File: src/logic/exu_md_pkg.sv
// shared widths, op encoding and payload structs; every struct is sized by XLEN, so any WIDTH below must equal it
package exu_md_pkg;

    // register data width of the core
    localparam int XLEN = 32;

    // destination register address width
    localparam int REG_ADDR_W = 5;

    // commit tag width from dispatch
    localparam int COMMIT_ID_W = 8;

    // cycles from divider start edge to its valid pulse
    localparam int DIV_LAT = XLEN + 2;

    // top bit set for the divide class
    typedef enum logic [2:0] {
        MUL    = 3'b000,
        MULH   = 3'b001,
        MULHSU = 3'b010,
        MULHU  = 3'b011,
        DIV    = 3'b100,
        DIVU   = 3'b101,
        REM    = 3'b110,
        REMU   = 3'b111
    } md_op_e;

    // one request from dispatch
    typedef struct packed {
        md_op_e                 op;
        logic [XLEN-1:0]        rs1;
        logic [XLEN-1:0]        rs2;
        logic [REG_ADDR_W-1:0]  waddr;
        logic                   we;
        logic [COMMIT_ID_W-1:0] commit_id;
    } md_req_t;

    // writeback info kept next to a result in flight
    typedef struct packed {
        logic [REG_ADDR_W-1:0]  waddr;
        logic                   we;
        logic [COMMIT_ID_W-1:0] commit_id;
    } md_tag_t;

    // writeback payload
    typedef struct packed {
        logic [XLEN-1:0]        wdata;
        logic [REG_ADDR_W-1:0]  waddr;
        logic [COMMIT_ID_W-1:0] commit_id;
    } md_wb_t;

endpackage

File: src/logic/exu_mul.sv
// two-stage multiplier plus output hold register; WIDTH must equal the package XLEN
`timescale 1ns/1ps

module exu_mul #(
    parameter int WIDTH = 32
) (
    input  logic                clk,
    input  logic                arst_n_i,
    input  logic                req_i,
    input  logic                flush_i,
    input  exu_md_pkg::md_req_t req_data_i,
    input  logic                grant_i,
    output logic                stall_o,
    output logic                res_valid_o,
    output exu_md_pkg::md_wb_t  res_o
);

    logic                      adv;
    logic                      accept;
    logic                      a_sgn;
    logic                      b_sgn;
    logic                      s1_v_q;
    logic                      s2_v_q;
    logic                      out_v_q;
    logic                      s1_hi_q;
    logic                      s2_hi_q;
    logic signed [WIDTH:0]     a_q;
    logic signed [WIDTH:0]     b_q;
    logic signed [2*WIDTH+1:0] prod_full;
    logic [2*WIDTH-1:0]        prod_q;
    exu_md_pkg::md_tag_t       s1_tag_q;
    exu_md_pkg::md_tag_t       s2_tag_q;
    exu_md_pkg::md_wb_t        out_q;

    // whole pipe moves only if the hold register can take a result
    assign adv    = !out_v_q || grant_i;
    assign accept = req_i && !flush_i && adv;

    assign stall_o = req_i && !flush_i && !adv;

    // rs1 signed for MULH and MULHSU, rs2 only for MULH
    assign a_sgn = (req_data_i.op == exu_md_pkg::MULH) || (req_data_i.op == exu_md_pkg::MULHSU);
    assign b_sgn = (req_data_i.op == exu_md_pkg::MULH);

    // extra bit makes every case a signed product
    assign prod_full = a_q * b_q;

    // valid bits
    always_ff @(posedge clk or negedge arst_n_i) begin
        if (!arst_n_i) begin
            s1_v_q  <= 1'b0;
            s2_v_q  <= 1'b0;
            out_v_q <= 1'b0;
        end else if (adv) begin
            s1_v_q  <= accept;
            s2_v_q  <= s1_v_q;
            // we low results never reach the hold register
            out_v_q <= s2_v_q && s2_tag_q.we;
        end
    end

    // stage one operands
    always_ff @(posedge clk) begin
        if (accept) begin
            a_q      <= {a_sgn && req_data_i.rs1[WIDTH-1], req_data_i.rs1[WIDTH-1:0]};
            b_q      <= {b_sgn && req_data_i.rs2[WIDTH-1], req_data_i.rs2[WIDTH-1:0]};
            s1_hi_q  <= (req_data_i.op != exu_md_pkg::MUL);
            s1_tag_q <= '{waddr: req_data_i.waddr, we: req_data_i.we,
                          commit_id: req_data_i.commit_id};
        end
    end

    // stage two product and hold register
    always_ff @(posedge clk) begin
        if (adv) begin
            prod_q          <= prod_full[2*WIDTH-1:0];
            s2_hi_q         <= s1_hi_q;
            s2_tag_q        <= s1_tag_q;
            out_q.wdata     <= s2_hi_q ? prod_q[2*WIDTH-1:WIDTH] : prod_q[WIDTH-1:0];
            out_q.waddr     <= s2_tag_q.waddr;
            out_q.commit_id <= s2_tag_q.commit_id;
        end
    end

    assign res_valid_o = out_v_q;
    assign res_o       = out_q;

endmodule

File: src/logic/exu_div_ctrl.sv
// one divide in flight at a time; a new divide waits until the divider is idle and the held result has left
`timescale 1ns/1ps

module exu_div_ctrl (
    input  logic                        clk,
    input  logic                        arst_n_i,
    input  logic                        req_i,
    input  logic                        flush_i,
    input  exu_md_pkg::md_req_t         req_data_i,
    input  logic                        div_busy_i,
    input  logic                        div_valid_i,
    input  logic [exu_md_pkg::XLEN-1:0] div_result_i,
    input  logic                        grant_i,
    output logic                        div_start_o,
    output logic [exu_md_pkg::XLEN-1:0] div_dividend_o,
    output logic [exu_md_pkg::XLEN-1:0] div_divisor_o,
    output exu_md_pkg::md_op_e          div_op_o,
    output logic                        stall_o,
    output logic                        res_valid_o,
    output exu_md_pkg::md_wb_t          res_o
);

    logic                        is_div;
    logic                        start;
    logic                        held_q;
    logic [exu_md_pkg::XLEN-1:0] result_q;
    // tag of the divide running in the divider
    exu_md_pkg::md_tag_t         tag_q;
    // tag of the result sitting in the holding register
    exu_md_pkg::md_tag_t         tag2_q;

    // flushed requests never reach the divider
    assign is_div = req_i && !flush_i;

    // divider idle, no result on its way out, holding register empty
    assign start = is_div && !div_busy_i && !div_valid_i && !held_q;

    // holding register state
    always_ff @(posedge clk or negedge arst_n_i) begin
        if (!arst_n_i) begin
            held_q <= 1'b0;
        end else if (div_valid_i) begin
            held_q <= 1'b1;
        end else if (held_q && (grant_i || !tag2_q.we)) begin
            // granted, or no writeback wanted
            held_q <= 1'b0;
        end
    end

    // tag captured at start
    always_ff @(posedge clk) begin
        if (start) begin
            tag_q.waddr     <= req_data_i.waddr;
            tag_q.we        <= req_data_i.we;
            tag_q.commit_id <= req_data_i.commit_id;
        end
    end

    // result and its tag move to the second stage together
    always_ff @(posedge clk) begin
        if (div_valid_i) begin
            tag2_q   <= tag_q;
            result_q <= div_result_i;
        end
    end

    // divider operands come straight from dispatch
    assign div_start_o    = start;
    assign div_dividend_o = req_data_i.rs1;
    assign div_divisor_o  = req_data_i.rs2;
    assign div_op_o       = req_data_i.op;

    // only a live divide request can stall
    assign stall_o = is_div && (div_busy_i || div_valid_i || held_q);

    // we low results are dropped here
    assign res_valid_o = held_q && tag2_q.we;

    always_comb begin
        res_o.wdata     = result_q;
        res_o.waddr     = tag2_q.waddr;
        res_o.commit_id = tag2_q.commit_id;
    end

endmodule

File: src/logic/exu_divider.sv
// radix-2 restoring divider with fixed WIDTH+2 latency; start_i is ignored while busy
`timescale 1ns/1ps

module exu_divider #(
    parameter int WIDTH = 32
) (
    input  logic               clk,
    input  logic               arst_n_i,
    input  logic               start_i,
    input  logic [WIDTH-1:0]   dividend_i,
    input  logic [WIDTH-1:0]   divisor_i,
    input  exu_md_pkg::md_op_e op_i,
    output logic               busy_o,
    output logic               valid_o,
    output logic [WIDTH-1:0]   result_o
);

    localparam int CNT_W = $clog2(WIDTH + 2);
    // counter value of the sign fix cycle
    localparam logic [CNT_W-1:0] CNT_FIX = CNT_W'(WIDTH);
    // counter value of the last busy cycle
    localparam logic [CNT_W-1:0] CNT_DONE = CNT_W'(WIDTH + 1);

    logic             go;
    logic             busy_q;
    logic             valid_q;
    logic [CNT_W-1:0] cnt_q;
    logic             is_signed;
    logic             is_rem;
    logic             dvd_neg;
    logic             dvs_neg;
    logic [WIDTH-1:0] dvd_mag;
    logic [WIDTH-1:0] dvs_mag;
    logic [WIDTH-1:0] quo_q;
    logic [WIDTH-1:0] rem_q;
    logic [WIDTH-1:0] dvs_q;
    logic [WIDTH-1:0] dvd_q;
    logic [WIDTH-1:0] res_q;
    logic             neg_quo_q;
    logic             neg_rem_q;
    logic             rem_sel_q;
    logic             zero_q;
    logic             ovf_q;
    logic [WIDTH:0]   shifted;
    logic [WIDTH:0]   diff;
    logic [WIDTH-1:0] quo_fix;
    logic [WIDTH-1:0] rem_fix;
    logic [WIDTH-1:0] res_d;

    assign go = start_i && !busy_q;

    // op decode
    assign is_signed = (op_i == exu_md_pkg::DIV) || (op_i == exu_md_pkg::REM);
    assign is_rem    = (op_i == exu_md_pkg::REM) || (op_i == exu_md_pkg::REMU);

    // operand magnitudes
    assign dvd_neg = is_signed && dividend_i[WIDTH-1];
    assign dvs_neg = is_signed && divisor_i[WIDTH-1];
    assign dvd_mag = dvd_neg ? -dividend_i : dividend_i;
    assign dvs_mag = dvs_neg ? -divisor_i : divisor_i;

    // one trial subtraction per step
    assign shifted = {rem_q, quo_q[WIDTH-1]};
    assign diff    = shifted - {1'b0, dvs_q};

    // sign fix and RISC-V special results
    assign quo_fix = neg_quo_q ? -quo_q : quo_q;
    assign rem_fix = neg_rem_q ? -rem_q : rem_q;

    always_comb begin
        if (zero_q) begin
            res_d = rem_sel_q ? dvd_q : '1;
        end else if (ovf_q) begin
            res_d = rem_sel_q ? '0 : dvd_q;
        end else begin
            res_d = rem_sel_q ? rem_fix : quo_fix;
        end
    end

    // sequencing
    always_ff @(posedge clk or negedge arst_n_i) begin
        if (!arst_n_i) begin
            busy_q  <= 1'b0;
            valid_q <= 1'b0;
            cnt_q   <= '0;
        end else begin
            valid_q <= 1'b0;
            if (go) begin
                busy_q <= 1'b1;
                cnt_q  <= '0;
            end else if (busy_q) begin
                if (cnt_q == CNT_DONE) begin
                    busy_q  <= 1'b0;
                    valid_q <= 1'b1;
                end else begin
                    cnt_q <= cnt_q + CNT_W'(1);
                end
            end
        end
    end

    // datapath
    always_ff @(posedge clk) begin
        if (go) begin
            quo_q     <= dvd_mag;
            rem_q     <= '0;
            dvs_q     <= dvs_mag;
            dvd_q     <= dividend_i;
            neg_quo_q <= dvd_neg ^ dvs_neg;
            neg_rem_q <= dvd_neg;
            rem_sel_q <= is_rem;
            zero_q    <= (divisor_i == '0);
            ovf_q     <= is_signed && (dividend_i == {1'b1, {(WIDTH - 1){1'b0}}})
                         && (divisor_i == '1);
        end else if (busy_q && (cnt_q < CNT_FIX)) begin
            quo_q <= {quo_q[WIDTH-2:0], ~diff[WIDTH]};
            rem_q <= diff[WIDTH] ? shifted[WIDTH-1:0] : diff[WIDTH-1:0];
        end else if (busy_q && (cnt_q == CNT_FIX)) begin
            res_q <= res_d;
        end
    end

    assign busy_o   = busy_q;
    assign valid_o  = valid_q;
    assign result_o = res_q;

endmodule

File: src/logic/exu_wb_arb.sv
// fixed multiply priority, except a divide result already shown under back-pressure keeps the port
`timescale 1ns/1ps

module exu_wb_arb (
    input  logic               clk,
    input  logic               arst_n_i,
    input  logic               mul_valid_i,
    input  exu_md_pkg::md_wb_t mul_res_i,
    input  logic               div_valid_i,
    input  exu_md_pkg::md_wb_t div_res_i,
    input  logic               wb_ready_i,
    output logic               mul_grant_o,
    output logic               div_grant_o,
    output logic               wb_valid_o,
    output exu_md_pkg::md_wb_t wb_o
);

    logic sel_div;
    logic lock_q;

    // divide wins only when multiply is idle or divide already holds the port
    assign sel_div = div_valid_i && (!mul_valid_i || lock_q);

    // remember a divide result that was shown but not taken
    always_ff @(posedge clk or negedge arst_n_i) begin
        if (!arst_n_i) begin
            lock_q <= 1'b0;
        end else begin
            lock_q <= sel_div && !wb_ready_i;
        end
    end

    assign wb_valid_o = mul_valid_i || div_valid_i;
    assign wb_o       = sel_div ? div_res_i : mul_res_i;

    // grant pulses only on an accepting cycle
    assign mul_grant_o = mul_valid_i && !sel_div && wb_ready_i;
    assign div_grant_o = sel_div && wb_ready_i;

endmodule

File: src/logic/exu_muldiv_top.sv
// multiply/divide cluster top; one request per cycle, results may come back out of program order
`timescale 1ns/1ps

module exu_muldiv_top #(
    parameter int WIDTH = exu_md_pkg::XLEN
) (
    input  logic                clk,
    input  logic                arst_n_i,
    input  logic                req_i,
    input  logic                flush_i,
    input  exu_md_pkg::md_req_t req_data_i,
    output logic                stall_o,
    input  logic                wb_ready_i,
    output logic                wb_valid_o,
    output exu_md_pkg::md_wb_t  wb_o
);

    logic               is_div_class;
    logic               mul_req;
    logic               div_req;
    logic               mul_stall;
    logic               div_stall;
    logic               mul_valid;
    logic               div_res_valid;
    logic               mul_grant;
    logic               div_grant;
    exu_md_pkg::md_wb_t mul_res;
    exu_md_pkg::md_wb_t div_res;
    logic               div_start;
    logic               div_busy;
    logic               div_valid;
    logic [WIDTH-1:0]   div_dividend;
    logic [WIDTH-1:0]   div_divisor;
    logic [WIDTH-1:0]   div_result;
    exu_md_pkg::md_op_e div_op;

    // steer by class bit of the op
    assign is_div_class = req_data_i.op[2];
    assign mul_req      = req_i && !is_div_class;
    assign div_req      = req_i && is_div_class;

    assign stall_o = is_div_class ? div_stall : mul_stall;

    exu_mul #(
        .WIDTH(WIDTH)
    ) u_exu_mul (
        .clk        (clk),
        .arst_n_i   (arst_n_i),
        .req_i      (mul_req),
        .flush_i    (flush_i),
        .req_data_i (req_data_i),
        .grant_i    (mul_grant),
        .stall_o    (mul_stall),
        .res_valid_o(mul_valid),
        .res_o      (mul_res)
    );

    exu_div_ctrl u_exu_div_ctrl (
        .clk           (clk),
        .arst_n_i      (arst_n_i),
        .req_i         (div_req),
        .flush_i       (flush_i),
        .req_data_i    (req_data_i),
        .div_busy_i    (div_busy),
        .div_valid_i   (div_valid),
        .div_result_i  (div_result),
        .grant_i       (div_grant),
        .div_start_o   (div_start),
        .div_dividend_o(div_dividend),
        .div_divisor_o (div_divisor),
        .div_op_o      (div_op),
        .stall_o       (div_stall),
        .res_valid_o   (div_res_valid),
        .res_o         (div_res)
    );

    exu_divider #(
        .WIDTH(WIDTH)
    ) u_exu_divider (
        .clk       (clk),
        .arst_n_i  (arst_n_i),
        .start_i   (div_start),
        .dividend_i(div_dividend),
        .divisor_i (div_divisor),
        .op_i      (div_op),
        .busy_o    (div_busy),
        .valid_o   (div_valid),
        .result_o  (div_result)
    );

    exu_wb_arb u_exu_wb_arb (
        .clk        (clk),
        .arst_n_i   (arst_n_i),
        .mul_valid_i(mul_valid),
        .mul_res_i  (mul_res),
        .div_valid_i(div_res_valid),
        .div_res_i  (div_res),
        .wb_ready_i (wb_ready_i),
        .mul_grant_o(mul_grant),
        .div_grant_o(div_grant),
        .wb_valid_o (wb_valid_o),
        .wb_o       (wb_o)
    );

endmodule

File: config.mk
export PLATFORM = sky130hd
export DESIGN_NAME = exu_muldiv_top
export DESIGN_NICKNAME = d
export VERILOG_FILES = /design/src/logic/exu_md_pkg.sv /design/src/logic/exu_mul.sv /design/src/logic/exu_div_ctrl.sv /design/src/logic/exu_divider.sv /design/src/logic/exu_wb_arb.sv /design/src/logic/exu_muldiv_top.sv
export SDC_FILE = /design/constraint.sdc
export NUM_CORES = 2
export LEC_CHECK = 0
export BUFFER_PORTS_ARGS = -buffer_cell sky130_fd_sc_hd__buf_2
export CORE_MARGIN = 4
export CORE_UTILIZATION = 70
export CTS_CLUSTER_DIAMETER = 150
export DETAILED_ROUTE_END_ITERATION = 16
export PLACE_DENSITY_LB_ADDON = 0.25
export SYNTH_ARGS = -nofsm -noshare
export SYNTH_HDL_FRONTEND = slang
export SYNTH_HIERARCHICAL = 1
export SYNTH_SLANG_ARGS = --single-unit
File: constraint.sdc
create_clock -name clk -period 19.2 [get_ports clk]
set_input_delay 3.84 -clock clk [delete_from_list [all_inputs] [get_ports clk]]
set_output_delay 3.84 -clock clk [all_outputs]
set_load 0.1 [all_outputs]
==> flow_summary.ini <==
[run_status]
status = complete, no violations

[clock_network]
cts.htree.levels = 2
tritoncts_num_sinks = 443
hold_buffers = 0
tritoncts_buffers = 41
latest_clock_arrival_within_the_worst_skew_pair_ns = 0.56
cts_max_path_buffers = 3
clk_transition_reported_paths_ns = 0.07
post_cts_buffers = 0
tritoncts = done
cts_resized = 0
ctsRootBufferMaster = sky130_fd_sc_hd__clkbuf_16

[detailed_routing]
postRouteWirelength_um = 152000
drt-initial-drc-count = 3890
routed-via-count = 41400
antenna_viol_nets_final = 0
avgViaCountPerCell = 6.01
route.detailed.drc = 0
routed_wire_length_per_instance_um = 22.0
number_of_detailed_route_iterations_in_the_first_pass = 6

[timing]
rsz0062_at_grt = false
finalSetupViolCount = 0
timing.clock.skew_ns = 0.0175
min_period_over_period = 0.498
worst_pin_slew_ns = 1.24
timing_hold_violations_final = 0
timing.final.max_slew_violations = 0
relSlewSlack = 0.171
finalWorstPathRequiredPeriod_ns = 9.56
clock.fmax_mhz = 105
total_negative_setup_slack_ns = 0

[critical_path]
worstPathRequired_ns = 15.36
start_kind = primary input
worst-path-max-fanout = 62
path_class = primary input to output port
critPathArrivalTime_ns = 5.72
worst_setup_path_end_kind = output port

[finish]
final_cell_mix = sky130_fd_sc_hd__inv_1, sky130_fd_sc_hd__fa_1, sky130_fd_sc_hd__nand2_1
num-nets-final = 7174
number_of_filler_cells_placed_in_the_layout = 5834
layout-drive-gt1-share = 0.0702
leading_cell_type_in_the_layout_fill_and_taps_excluded = sky130_fd_sc_hd__inv_1
sequential_cell_area_sq_um = 12900
final_cell_area_sq_um = 61900
multi_input_area_sq_um = 40600
areaGrowthSynthToFinish_pct = 3.94

[placement]
place.gp.congestion = 0.949
dpl-instance-area_sq_um = 60500
io_buffers = 132
dp_hpwl_um = 115000

[die]
core_area_sq_um = 84000
rows = 106
fp.dieArea_sq_um = 89800
die_width_um = 300
boundaryPins = 133
initial_utilization = 0.710
die_y_um = 300

[synth]
yosys_register_bits = 443
synth_flop_cell = sky130_fd_sc_hd__edfxtp_1
synthesis.area_sq_um = 59600
postSynth.asyncResetShare = 0.0293
ys_seq_area_frac = 0.217
post_synth_inst_count = 5826
number_of_enable_flip_flop_cells_after_synthesis = 398
yosysUniqueCellTypes = 94
avgSynthCellArea_sq_um = 10.2
syn-num-nets = 7290
yosysWarningCount = 6

[grt]
largest_net_degree_at_the_start_of_global_routing = 73
vias_in_the_first_global_route = 44800
groute.usage.overall = 0.351
initial_antenna_violation_count = 9
top_usage_layer = met2
sum_of_overflow_across_all_layers_after_global_routing = 0
grt_use_met3 = 0.0571
grtUsageMet1 = 0.463
groute.layer.met2.usage = 0.581
grt_pass1_wl_um = 244000

[flow_run]
timing.max_cap.violations = 0

[worst_hold_path]
worstHoldPathType = flop to flop
## Yosys cell counts (32+ instances only)
library cell               number  area share
sky130_fd_sc_hd__buf_4         81       0.010
sky130_fd_sc_hd__dfxtp_1       32       0.011
sky130_fd_sc_hd__fa_1        1126        0.38
sky130_fd_sc_hd__o21ai_0      134       0.011
sky130_fd_sc_hd__nor2b_1       36      0.0038
sky130_fd_sc_hd__xnor2_1      134       0.020
sky130_fd_sc_hd__mux2_2        49      0.0093
sky130_fd_sc_hd__ha_1         252       0.053
sky130_fd_sc_hd__xor2_1        92       0.014
sky130_fd_sc_hd__nor2_1       107      0.0067
sky130_fd_sc_hd__clkbuf_1     269       0.017
sky130_fd_sc_hd__nand2_1      687       0.043
sky130_fd_sc_hd__edfxtp_1     398        0.20
sky130_fd_sc_hd__a21oi_1      170       0.014
sky130_fd_sc_hd__inv_1       1152       0.073
sky130_fd_sc_hd__mux2i_1       32      0.0054
sky130_fd_sc_hd__and2_1       552       0.058
sky130_fd_sc_hd__a21o_1        51      0.0064
## final timing paths
check	startpoint	endpoint	slack [ns]	cells after the start
hold reg to reg	u_exu_divider/result_o[23]	u_exu_div_ctrl/result_q[23]	0.42	0
setup reg to reg	u_exu_mul/a_q[32]	u_exu_mul/prod_q[63]	9.83	21
setup / recovery	wb_ready_i	stall_o	9.64	8
max in group asynchronous	arst_n_i	u_exu_divider/valid_o	15.77	1
hold / removal	u_exu_divider/result_o[23]	u_exu_div_ctrl/result_q[23]	0.42	0
min in group asynchronous	arst_n_i	u_exu_div_ctrl/held_q	3.17	1
## cells by family (layout without fill, tap and decap cells)
logic type / Yosys count / in the layout / synth area share
AO/OA/AOI/OAI: 552 / 552 / 0.0599
adder cells (fa/ha/maj): 1378 / 1378 / 0.431
XOR/XNOR: 226 / 226 / 0.0332
buffers and inverters: 1525 / 1439 / 0.102
AND/OR/NAND/NOR: 1592 / 1592 / 0.134
multiplexers: 110 / 110 / 0.0219
flip-flops: 443 / 443 / 0.217
other: 0 / 7 / 0
## metal layers
layer	vias up	wire, um
met4	6	8550
met2	2228	73300
met3	519	13800
met1	21000	55800
li1	17600	-
met5	-	42
## state kept, by name, indices dropped and copies added, names as in the netlist, 14 cells and up
name,flops
u_exu_mul/prod_q,64
u_exu_mul/res_o,45
u_exu_mul/a_q,33
u_exu_mul/b_q,33
u_exu_div_ctrl/result_q,32
u_exu_divider/dvd_q,32
u_exu_divider/dvs_q,32
u_exu_divider/quo_q,32
u_exu_divider/rem_q,32
u_exu_divider/result_o,32
u_exu_div_ctrl/tag_q,14
u_exu_mul/s1_tag_q,14
u_exu_mul/s2_tag_q,14
## layout make-up
type,count,area share
Multi-Input combinational cell,3858,0.656
Clock inverter,29,0.00537
Antenna cell,7,0.000283
Tap cell,1134,0.0229
Sequential cell,443,0.209
Clock buffer,44,0.0167
Inverter,1153,0.0699
Timing Repair Buffer,213,0.0205
## worst max-delay path, stage by stage
cell                       delay (ns)
sky130_fd_sc_hd__buf_2           0.10
sky130_fd_sc_hd__inv_1           0.07
sky130_fd_sc_hd__a211oi_1        0.05
sky130_fd_sc_hd__nor2b_1         0.44
sky130_fd_sc_hd__inv_4           0.43
sky130_fd_sc_hd__nor2_1          0.20
sky130_fd_sc_hd__mux2_4          0.15
sky130_fd_sc_hd__buf_2           0.41
## metrics by stage
stage	hold WS (ns)	setup slack (ns)	instances	util
finish	0.417	9.64	6881	0.738
global route	0.413	9.23	6875	0.737
CTS	0.407	9.64	6874	0.737
detailed placement	0.405	9.65	6801	0.721
global placement	0.401	9.71	6801	0.721
floorplan	0.400	8.13	5826	-
Power is not shown: default switching activity piles up to over one toggle a cycle in this logic, so the estimate is an artifact.
